$ cat config.mk
export PLATFORM = sky130hd
export DESIGN_NAME = eflash_row_driver
export DESIGN_NICKNAME = d
export VERILOG_FILES = /design/src/rtl/row_driver_pkg.sv /design/src/rtl/eflash_row_driver.sv /design/src/rtl/bitline_phase_decoder.sv /design/src/rtl/wordline_decoder.sv /design/src/rtl/input_buffer.sv
export VERILOG_INCLUDE_DIRS = /design/src /design/src/include
export SDC_FILE = /design/constraint.sdc
export NUM_CORES = 2
export LEC_CHECK = 0
export BUFFER_PORTS_ARGS = -buffer_cell sky130_fd_sc_hd__buf_2
export CAP_MARGIN = 0
export CORE_AREA = 2 2 347 349
export DETAILED_ROUTE_END_ITERATION = 8
export DIE_AREA = 0 0 349 351
export HOLD_SLACK_MARGIN = 0.12
export SETUP_SLACK_MARGIN = 0.1
export SYNTH_ARGS = -nofsm -noshare
export SYNTH_HDL_FRONTEND = slang
export SYNTH_SLANG_ARGS = --single-unit
$ cat constraint.sdc
create_clock -name clk_i -period 0.92 [get_ports clk_i]
set_clock_uncertainty 0.05 [all_clocks]
set_input_delay 0.276 -clock clk_i [delete_from_list [all_inputs] [get_ports clk_i]]
set_output_delay 0.276 -clock clk_i [all_outputs]
set_load 0.01 [all_outputs]
$ cat src/include/row_driver_cfg.svh
// row driver configuration: eflash array geometry, operation and analog control codes
`ifndef ROW_DRIVER_CFG_SVH
`define ROW_DRIVER_CFG_SVH

// array geometry
`define ROW_COUNT       128
`define ROW_ADDR_W      7
`define BLOCK_COUNT     8
`define ROWS_PER_BLOCK  16
`define COL_GROUPS      4
`define BSEL_W          32

// input buffer
`define CELL_BITS       2
`define BUF_CELLS       256
`define RBR_CELLS       32
`define DATA_W          32
`define WORD_IDX_W      4

// execution counter counts down to phase 0
`define PHASE_W         4

// pim operation codes
`define OP_ERASE        3'b001
`define OP_PROGRAM      3'b010
`define OP_PARALLEL     3'b101
`define OP_RBR          3'b110

// high-voltage switch modes
`define HV_ERASE        2'b00
`define HV_PROGRAM      2'b01
`define HV_READ         2'b10

// sense reference select
`define RSEL_RBR        2'b01
`define RSEL_PARALLEL   2'b10

`endif
$ cat src/rtl/row_driver_pkg.sv
// row driver package: row address type shared by the word-line and bit-line decoders
`include "row_driver_cfg.svh"

package row_driver_pkg;

    // same 7 bits, seen either as a row number or as block plus row in block
    typedef union packed {
        logic [`ROW_ADDR_W-1:0] row_num;
        struct packed {
            logic [$clog2(`BLOCK_COUNT)-1:0]    block_idx;
            logic [$clog2(`ROWS_PER_BLOCK)-1:0] row_in_blk;
        } part;
    } row_addr_u;

endpackage

$ cat src/rtl/eflash_row_driver.sv
// eflash row driver top: input buffer, word-line decoder and bit-line phase decoder on shared controls
`include "row_driver_cfg.svh"

module eflash_row_driver (
    input  logic                               clk_i,
    input  logic                               rst_ni,

    input  logic                               pim_en_i,
    input  logic [2:0]                         pim_mode_i,
    input  logic [`PHASE_W-1:0]                exec_cnt_i,
    input  logic [`ROW_ADDR_W-1:0]             row_addr_i,
    input  logic [8:0]                         col_addr_i,

    input  logic [`DATA_W-1:0]                 data_i,
    input  logic [`WORD_IDX_W-1:0]             word_idx_i,
    input  logic                               in_buf_write_i,
    input  logic                               in_buf_read_i,
    output logic [`BUF_CELLS*`CELL_BITS-1:0]   buf_cells_o,

    // high-voltage switch
    output logic [1:0]                         hv_mode_o,
    output logic [`ROW_COUNT-1:0]              wl_sel_o,
    output logic [`ROW_COUNT-1:0]              vpass_en_o,

    // array and sense controls
    output logic [`BLOCK_COUNT-1:0]            duml_o,
    output logic [`BLOCK_COUNT-1:0]            csl_o,
    output logic [`BSEL_W-1:0]                 bsel_o,
    output logic [`BLOCK_COUNT-1:0]            csel_o,
    output logic                               adc_en1_o,
    output logic                               adc_en2_o,
    output logic                               qdac_o,
    output logic [1:0]                         rsel_o,
    output logic                               buf_wr_en1_o,
    output logic                               buf_wr_en2_o
);

    row_driver_pkg::row_addr_u row_addr;

    assign row_addr = row_addr_i;

    input_buffer u_input_buffer (
        .clk_i       (clk_i),
        .rst_ni      (rst_ni),
        .pim_mode_i  (pim_mode_i),
        .data_i      (data_i),
        .word_idx_i  (word_idx_i),
        .write_i     (in_buf_write_i),
        .read_i      (in_buf_read_i),
        .buf_cells_o (buf_cells_o)
    );

    wordline_decoder u_wordline_decoder (
        .clk_i      (clk_i),
        .rst_ni     (rst_ni),
        .pim_en_i   (pim_en_i),
        .pim_mode_i (pim_mode_i),
        .row_addr_i (row_addr),
        .hv_mode_o  (hv_mode_o),
        .wl_sel_o   (wl_sel_o),
        .vpass_en_o (vpass_en_o)
    );

    // column group is the interleave position inside each bit-line byte
    bitline_phase_decoder u_bitline_phase_decoder (
        .clk_i        (clk_i),
        .rst_ni       (rst_ni),
        .pim_en_i     (pim_en_i),
        .pim_mode_i   (pim_mode_i),
        .exec_cnt_i   (exec_cnt_i),
        .row_addr_i   (row_addr),
        .col_group_i  (col_addr_i[1:0]),
        .duml_o       (duml_o),
        .csl_o        (csl_o),
        .bsel_o       (bsel_o),
        .csel_o       (csel_o),
        .adc_en1_o    (adc_en1_o),
        .adc_en2_o    (adc_en2_o),
        .qdac_o       (qdac_o),
        .rsel_o       (rsel_o),
        .buf_wr_en1_o (buf_wr_en1_o),
        .buf_wr_en2_o (buf_wr_en2_o)
    );

endmodule

$ cat src/rtl/bitline_phase_decoder.sv
// bit-line phase decoder: registered bit-line, block, ADC, DAC and output-buffer strobes per phase
`include "row_driver_cfg.svh"

module bitline_phase_decoder (
    input  logic                            clk_i,
    input  logic                            rst_ni,

    input  logic                            pim_en_i,
    input  logic [2:0]                      pim_mode_i,
    input  logic [`PHASE_W-1:0]             exec_cnt_i,
    input  row_driver_pkg::row_addr_u       row_addr_i,
    input  logic [1:0]                      col_group_i,

    output logic [`BLOCK_COUNT-1:0]         duml_o,
    output logic [`BLOCK_COUNT-1:0]         csl_o,
    output logic [`BSEL_W-1:0]              bsel_o,
    output logic [`BLOCK_COUNT-1:0]         csel_o,
    output logic                            adc_en1_o,
    output logic                            adc_en2_o,
    output logic                            qdac_o,
    output logic [1:0]                      rsel_o,
    output logic                            buf_wr_en1_o,
    output logic                            buf_wr_en2_o
);

    localparam int bsel_stride = `BSEL_W / `COL_GROUPS;

    logic [`BSEL_W-1:0]         col_pattern;
    logic [`BLOCK_COUNT-1:0]    blk_onehot;
    logic [`BLOCK_COUNT-1:0]    duml_d, csl_d, csel_d;
    logic [`BSEL_W-1:0]         bsel_d;
    logic                       adc_en1_d, adc_en2_d, qdac_d;
    logic [1:0]                 rsel_d;
    logic                       buf_wr_en1_d, buf_wr_en2_d;

    always_comb begin
        col_pattern = '0;
        for (int k = 0; k < `COL_GROUPS; k++) begin
            col_pattern[k * bsel_stride + col_group_i] = 1'b1;
        end
        blk_onehot = '0;
        blk_onehot[row_addr_i.part.block_idx] = 1'b1;
    end

    always_comb begin
        duml_d       = '0;
        csl_d        = '0;
        bsel_d       = '0;
        csel_d       = '0;
        adc_en1_d    = 1'b0;
        adc_en2_d    = 1'b0;
        qdac_d       = 1'b1;
        rsel_d       = '0;
        buf_wr_en1_d = 1'b0;
        buf_wr_en2_d = 1'b0;
        if (pim_en_i) begin
            case (pim_mode_i)
                `OP_ERASE: begin
                    bsel_d = '1;
                    csel_d = blk_onehot;
                end
                `OP_PROGRAM: begin
                    csl_d  = '1;
                    bsel_d = col_pattern;
                    csel_d = blk_onehot;
                end
                `OP_RBR: begin
                    rsel_d = `RSEL_RBR;
                    // precharge through the block dummy line, then sense on adc 1
                    if (exec_cnt_i inside {[4'd3:4'd8]}) begin
                        duml_d = blk_onehot;
                        bsel_d = col_pattern;
                    end else if (exec_cnt_i <= 4'd2) begin
                        csel_d       = blk_onehot;
                        adc_en1_d    = (exec_cnt_i <= 4'd1);
                        buf_wr_en1_d = (exec_cnt_i == 4'd0);
                    end
                end
                `OP_PARALLEL: begin
                    rsel_d = `RSEL_PARALLEL;
                    if (exec_cnt_i inside {[4'd6:4'd11]}) begin
                        duml_d = '1;
                        bsel_d = col_pattern;
                    end else if (exec_cnt_i <= 4'd5) begin
                        csel_d       = '1;
                        adc_en1_d    = (exec_cnt_i inside {4'd3, 4'd4});
                        adc_en2_d    = (exec_cnt_i <= 4'd1);
                        // charge DAC active from phase 3 on, low means on
                        qdac_d       = (exec_cnt_i > 4'd3);
                        buf_wr_en1_d = (exec_cnt_i == 4'd3);
                        buf_wr_en2_d = (exec_cnt_i == 4'd0);
                    end
                end
                default: ;
            endcase
        end
    end

    always_ff @(posedge clk_i or negedge rst_ni) begin
        if (!rst_ni) begin
            duml_o       <= '0;
            csl_o        <= '0;
            bsel_o       <= '0;
            csel_o       <= '0;
            adc_en1_o    <= 1'b0;
            adc_en2_o    <= 1'b0;
            qdac_o       <= 1'b1;
            rsel_o       <= '0;
            buf_wr_en1_o <= 1'b0;
            buf_wr_en2_o <= 1'b0;
        end else begin
            duml_o       <= duml_d;
            csl_o        <= csl_d;
            bsel_o       <= bsel_d;
            csel_o       <= csel_d;
            adc_en1_o    <= adc_en1_d;
            adc_en2_o    <= adc_en2_d;
            qdac_o       <= qdac_d;
            rsel_o       <= rsel_d;
            buf_wr_en1_o <= buf_wr_en1_d;
            buf_wr_en2_o <= buf_wr_en2_d;
        end
    end

    // the two ADCs share the sense path
    a_adc_exclusive: assert property (
        @(posedge clk_i) disable iff (!rst_ni)
        !(adc_en1_o && adc_en2_o)
    ) else $error("both ADC enables high in the same cycle");

endmodule

$ cat src/rtl/wordline_decoder.sv
// word-line decoder: registered high-voltage mode, word-line select and pass-enable per operation
`include "row_driver_cfg.svh"

module wordline_decoder (
    input  logic                            clk_i,
    input  logic                            rst_ni,

    input  logic                            pim_en_i,
    input  logic [2:0]                      pim_mode_i,
    input  row_driver_pkg::row_addr_u       row_addr_i,

    output logic [1:0]                      hv_mode_o,
    output logic [`ROW_COUNT-1:0]           wl_sel_o,
    output logic [`ROW_COUNT-1:0]           vpass_en_o
);

    logic                   single_row;
    logic [`ROW_COUNT-1:0]  row_onehot;
    logic [`ROW_COUNT-1:0]  row_stride;
    logic [1:0]             hv_mode_d;
    logic [`ROW_COUNT-1:0]  wl_sel_d;
    logic [`ROW_COUNT-1:0]  vpass_en_d;

    assign single_row = pim_en_i && (pim_mode_i == `OP_ERASE || pim_mode_i == `OP_PROGRAM
                                     || pim_mode_i == `OP_RBR);

    // addressed row, and the same row in every block for parallel read
    always_comb begin
        row_onehot = '0;
        row_onehot[row_addr_i.row_num] = 1'b1;
        row_stride = '0;
        for (int b = 0; b < `BLOCK_COUNT; b++) begin
            row_stride[b * `ROWS_PER_BLOCK + row_addr_i.part.row_in_blk] = 1'b1;
        end
    end

    always_comb begin
        hv_mode_d  = '0;
        wl_sel_d   = '0;
        vpass_en_d = '1;
        if (pim_en_i) begin
            case (pim_mode_i)
                `OP_ERASE: begin
                    hv_mode_d = `HV_ERASE;
                    wl_sel_d  = row_onehot;
                end
                `OP_PROGRAM: begin
                    hv_mode_d  = `HV_PROGRAM;
                    wl_sel_d   = row_onehot;
                    vpass_en_d = row_onehot;
                end
                `OP_RBR: begin
                    hv_mode_d  = `HV_READ;
                    wl_sel_d   = row_onehot;
                    vpass_en_d = row_onehot;
                end
                `OP_PARALLEL: begin
                    hv_mode_d  = `HV_READ;
                    wl_sel_d   = row_stride;
                    vpass_en_d = row_stride;
                end
                default: ;
            endcase
        end
    end

    always_ff @(posedge clk_i or negedge rst_ni) begin
        if (!rst_ni) begin
            hv_mode_o  <= '0;
            wl_sel_o   <= '0;
            vpass_en_o <= '1;
        end else begin
            hv_mode_o  <= hv_mode_d;
            wl_sel_o   <= wl_sel_d;
            vpass_en_o <= vpass_en_d;
        end
    end

    // single-row operations must reach the array as exactly one word line
    a_wl_onehot: assert property (
        @(posedge clk_i) disable iff (!rst_ni)
        single_row |=> $onehot(wl_sel_o)
    ) else $error("word-line select not one-hot for a single-row operation");

endmodule

$ cat src/rtl/input_buffer.sv
// input buffer: 256 two-bit input cells, word-indexed writes, mode-dependent registered readout
`include "row_driver_cfg.svh"

module input_buffer (
    input  logic                               clk_i,
    input  logic                               rst_ni,

    input  logic [2:0]                         pim_mode_i,

    input  logic [`DATA_W-1:0]                 data_i,
    input  logic [`WORD_IDX_W-1:0]             word_idx_i,
    input  logic                               write_i,
    input  logic                               read_i,

    output logic [`BUF_CELLS*`CELL_BITS-1:0]   buf_cells_o
);

    localparam int buf_w = `BUF_CELLS * `CELL_BITS;
    localparam int rbr_w = `RBR_CELLS * `CELL_BITS;

    // cell i sits at bits [2i +: 2]
    logic [buf_w-1:0] cells_q;

    // one word fills sixteen consecutive cells, low field first
    always_ff @(posedge clk_i or negedge rst_ni) begin
        if (!rst_ni) begin
            cells_q <= '0;
        end else if (write_i) begin
            cells_q[word_idx_i * `DATA_W +: `DATA_W] <= data_i;
        end
    end

    // readout sees the contents from before a write in the same cycle
    always_ff @(posedge clk_i or negedge rst_ni) begin
        if (!rst_ni) begin
            buf_cells_o <= '0;
        end else if (read_i && pim_mode_i == `OP_PARALLEL) begin
            buf_cells_o <= cells_q;
        end else if (read_i && pim_mode_i == `OP_RBR) begin
            // row-by-row only drives the first column block
            buf_cells_o <= buf_w'(cells_q[rbr_w-1:0]);
        end else begin
            buf_cells_o <= '0;
        end
    end

    // a written word lands in the cells read back on later cycles
    a_write_known: assert property (
        @(posedge clk_i) disable iff (!rst_ni)
        write_i |-> !$isunknown({data_i, word_idx_i})
    ) else $error("input buffer written with unknown data or word index");

endmodule

; ---- After elaboration in Yosys (flattened, before gate mapping)
; Cells that the tools add are included.
[classes]
n_addsub = 11
magnitude_cmp = 36
eq_ne = 6
shifts = 2
n_mux = 79
bitwise = 10
reduce_logical = 24
[ops]
columns = cell, count
row1 = $or 128x128->128, 6
row2 = $bwmux 512, 1
row3 = $mux 512, 1
row4 = $pmux 128 s2, 2
row5 = $shift 32x34->512 const A, 1
row6 = $shiftx 32x34->512, 1
row7 = $ge 32x1->1 const B, 10
row8 = $mux 128, 2
row9 = $lt 32x8->1 const B, 7
row10 = $or 16x128->128, 1
row11 = $pmux 32 s4, 1
row12 = $lt 32x6->1 const B, 3
row13 = $mux 32, 3
row14 = $mux 8, 10
row15 = $mux 64, 1
row16 = $or 32x32->32, 2
row17 = $demux 1 s7, 8
row18 = $mux 1, 36
row19 = $neg 9->34, 1
row20 = $add 7x4->8 const A, 4
row21 = $or 4x32->32, 1
row22 = $pmux 8 s3, 1
row23 = $logic_and 1x1->1, 18
row24 = $pmux 8 s2, 1
row25 = other kinds (35), 46
[totals]
regBits = 1345
inputBits = 64
out_inout_bits = 833
word_cells = 183

; ---- Longest topological paths before layout
[depth]
ltp_word = 14
ltp_mapped = 12
ltp_nobuf = 6

; ---- Modules after synthesis
; Synthesis repeated with hierarchy kept, for this count alone.
[hier_totals]
hier_cells = 3268
area_unflattened_um2 = 47205.3
[by_module_without_submodules]
columns = mod, instances, cells_each, area_per_inst_um2, seq_area_each_um2
row1 = input_buffer, 1, 2429, 36515.0, 25624.6
row2 = wordline_decoder, 1, 700, 9215.1, 6616.3
row3 = bitline_phase_decoder, 1, 139, 1475.2, 726.9

; ---- Least setup slack after synthesis
; No wires, ideal clock.
[synth_timing]
path_kind = input port to flip-flop
startpoint = input word_idx_i[0]
endpoint = register u_input_buffer.cells_q[130]
setup_time_ns = 0.125
arrival_ns = 2.478
t_required_ns = 0.745
setup_slack_ns = -1.733
stages = 10
path_buffers = 5
cell_sequence = clkbuf_1 buf_1 nor3_1 ha_1 buf_2 buf_1 nand2_1 nor2_1 buf_2 mux2_2
[synth_between]
elab_chain_cells = 3
elab_cells_between_ends = 4
classes_between = add/sub (1) / shift (2) / mux (1)
[synth_rtl]
columns = element, line
row1 = "start, declared", eflash_row_driver.sv:15  ; input logic [`WORD_IDX_W-1:0] word_idx_i,
row2 = $neg 9->34 (*), input_buffer.sv:29  ; cells_q[word_idx_i * `DATA_W +: `DATA_W] <= data_i;
row3 = $shiftx 32x34->512 or $shift 32x34->512 (tied branches), input_buffer.sv:29
row4 = $bwmux 512 (*), input_buffer.sv:29
row5 = "end signal, assigned by index", input_buffer.sv:29
row6 = "end, declared", input_buffer.sv:22  ; logic [buf_w-1:0] cells_q;
; Mark *: on every way between the ends. The rest lies on a longest branch, timed or not.
; A chain may end at the register's enable or synchronous reset.

==> run_results.csv <==
group,metric,value,unit
route,dr.pass1.iters,8,
worst_setup_path,worstPathArrival,1470,ps
power,vdd_drop_max,0.001694,V
placed_design,gp_congestion,0.9120,
placed_design,pre_cts_slack,-1334,ps
synth,ys_top_cells_by_count,"dfrtp_1, nand2_1, and3_1",
sta,drv_slew,0,
sta,setup_slack,-880.6,ps
placed_design,hpwl,122400,um
sta,setup_violations,1723,
synth,synthCells,3722,
global_route,grt.total_usage,27.95,%
die,io_pins,897,
power,p_leak,34.17,nW
synth,yosysTopAreaCellShare,64.83,%
sta,fmax,0.5554,GHz
power,cellPowerDensity,2029,mW/mm^2
synth,yosys.cell_count.top_type,"dfrtp_1",
sta,maxSlewHeadroom,18.73,%
clock_tree,cts_buffer_depth,3,
worst_setup_path,worstPathMaxFanout,8,
clock_tree,cts_root_buf,"clkbuf_16",
worst_setup_path,critPathKind,"reg2out",
global_route,grt_max_degree,83,
synth,synthTopCellsByArea,"dfrtp_1, dfstp_2, and3_1",
sta,final.period_utilization,195.7,%
route,drt_iter0_drc,3138,
clock_tree,clock_sinks,1310,
die,die_x,349,um
cells_and_area,final_area,0.06565,mm^2
clock_tree,numCtsBuffers,141,
clock_tree,path_clk_slew,60,ps
route,ant_nets,0,
route,vias_per_cell,5.277,
die,core_region_area,0.1190,mm^2
clock_tree,clk-insertion-delay-late,760,ps
synth,ys_warn_count,0,
synth,synth_largest_area_cell,"dfrtp_1",
hold_path,hp-class,"in2reg",
global_route,grt_pass1_wl,246000,um
synth,async_reset_ff_share,100.0,%
route,num_vias,35230,
sta,worst_slew_pin_slew,1219,ps
run_status,run_status,"finished, violations left",
synth,ys_seq_area_share,72.26,%
synth,synth_nets,3791,
die,rows,127,
cells_and_area,area_growth,44.00,%
sta,rsz0062_at_grt,"true",
die,fp.dieArea,0.1225,mm^2
flow_run,maxCapViolCount,0,
power,p_total,133.2,mW
die,dieHeight,351,um
sta,min_period,1801,ps
placed_design,port_buffers,889,
synth,synth_ff_type,"dfrtp_1",
clock_tree,cts_tree,"done",
route,remaining_drc_errors,0,
sta,fin_tns_setup,-824900,ps
die,start_util,38.30,%
worst_setup_path,critPathLaunchType,"flop",
route,routed_wl,183800,um
clock_tree,htreeDepth,4,
cells_and_area,finalNetCount,5082,
cells_and_area,layout-drive-gt1-share,38.53,%
worst_setup_path,required,590,ps
global_route,antenna_found_initial,18,
sta,whs,-45.84,ps
run_status,violations,"hold timing, setup timing",
synth,yosysUniqueCellTypes,49,
sta,hold_violations,13,
placed_design,post_dp_cell_area,0.05610,mm^2
synth,syn-cell-area,0.04559,mm^2
route,avgRoutedWirePerCell,27.53,um
worst_setup_path,critPathCaptureType,"output port",
synth,ys_ff_latch,1310,
synth,synth.avg_cell_area,12.25,um^2
global_route,grt_pass1_vias,34310,
synth,synth-edff-count,0,
global_route,gr-total-overflow,0,
-- sequential cells by signal (all words and copies together) (netlist names), 2 cells and up --
register and count:
u_bitline_phase_decoder.duml_o 8, u_wordline_decoder.vpass_en_o 128, u_wordline_decoder.wl_sel_o 128, u_input_buffer.buf_cells_o 512, u_bitline_phase_decoder.rsel_o 2, u_input_buffer.cells_q 512
u_bitline_phase_decoder.csel_o 8, u_bitline_phase_decoder.bsel_o 5
-- timing repair --
item,4_1_cts,5_1_grt
resized for setup,450,373
endpoints found under the hold margin,2181,262
cloned,0,39
setup buffers,5,27
hold buffers,55,4
setup endpoints to repair,1591,2071
pin swaps,0,47
-- power by group --
part           leakage, nW  switching (mW)  internal (mW)
sequential            17.6            1.94           61.4
combinational         14.3            7.32           5.66
clock                 2.29            23.9           32.9
-- area by class of cell --
class	count	area (um^2)
fill	9827	53370
sequential	1310	32970
timing repair buffer	1466	14130
multi-input combinational	2057	11830
clock buffer	213	4163
tap	1548	1937
clock inverter	43	467.9
inverter	37	146.4
antenna	2	5.005
-- kinds of logic (layout without fill, tap and decap cells) --
logic type               after synthesis  in the layout  share of synthesized area, %
AND/OR/NAND/NOR                     1342           1342                         14.28
flip-flops                          1310           1310                         72.26
adder cells (fa/ha/maj)                5              5                        0.1372
multiplexers                         109            109                         2.602
other                                  0              2                             0
XOR/XNOR                               2              2                       0.05490
buffers and inverters                355           1759                         3.340
AO/OA/AOI/OAI                        599            599                         7.328
-- placed cells by master (no fill, tap or decap), types with 54 or more instances in the layout --
cell type / n
and2_1: 67
dlygate4sd3_1: 54
o21ai_1: 65
o21ai_0: 352
buf_2: 480
clkbuf_16: 169
and3_1: 419
nor2_1: 140
mux2_2: 59
nand2_1: 552
buf_4: 302
o31ai_1: 86
buf_6: 432
dfstp_2: 129
dfrtp_1: 1160
buf_12: 164
-- critical path, cell delays in order (launching register included) --
cell,delay [ps]
dfrtp_2,440
buf_8,160
buf_2,140
-- per-layer routing --
layer,vias to the layer above,track usage [%],share of wire [%]
met5,-,0,0.0082
met3,392,6.203,7.6
li1,15040,-,-
met4,2,13.57,5.1
met2,1751,43.44,47
met1,18040,37.24,41
-- per-stage QoR --
stage,util (%),cells
2_1_floorplan,-,3722
3_3_place_gp,47.14,6292
3_5_place_dp,47.14,6292
4_1_cts,53.09,6608
5_1_grt,55.16,6676
6_report,55.16,6676
-- worst paths after layout --
check | start | depth (start not counted) | slack (ps) | to
worst max-delay path | u_bitline_phase_decoder.bsel_o[30]$_DFF_PN0_ | 2 | -880 | bsel_o[7]
worst min-delay path | in_buf_read_i | 3 | -50 | u_input_buffer.buf_cells_o[345]$_DFF_PN0_
worst max register to register | u_input_buffer.cells_q[477]$_DFFE_PN0P_ | 1 | 10 | u_input_buffer.buf_cells_o[477]$_DFF_PN0_
worst min register to register | u_input_buffer.cells_q[484]$_DFFE_PN0P_ | 2 | 420 | u_input_buffer.cells_q[484]$_DFFE_PN0P_
max in group asynchronous | rst_ni | 4 | 110 | u_input_buffer.buf_cells_o[73]$_DFF_PN0_
min in group asynchronous | rst_ni | 3 | 190 | u_input_buffer.buf_cells_o[126]$_DFF_PN0_
No activity file was read; power rests on OpenSTA's default activity.
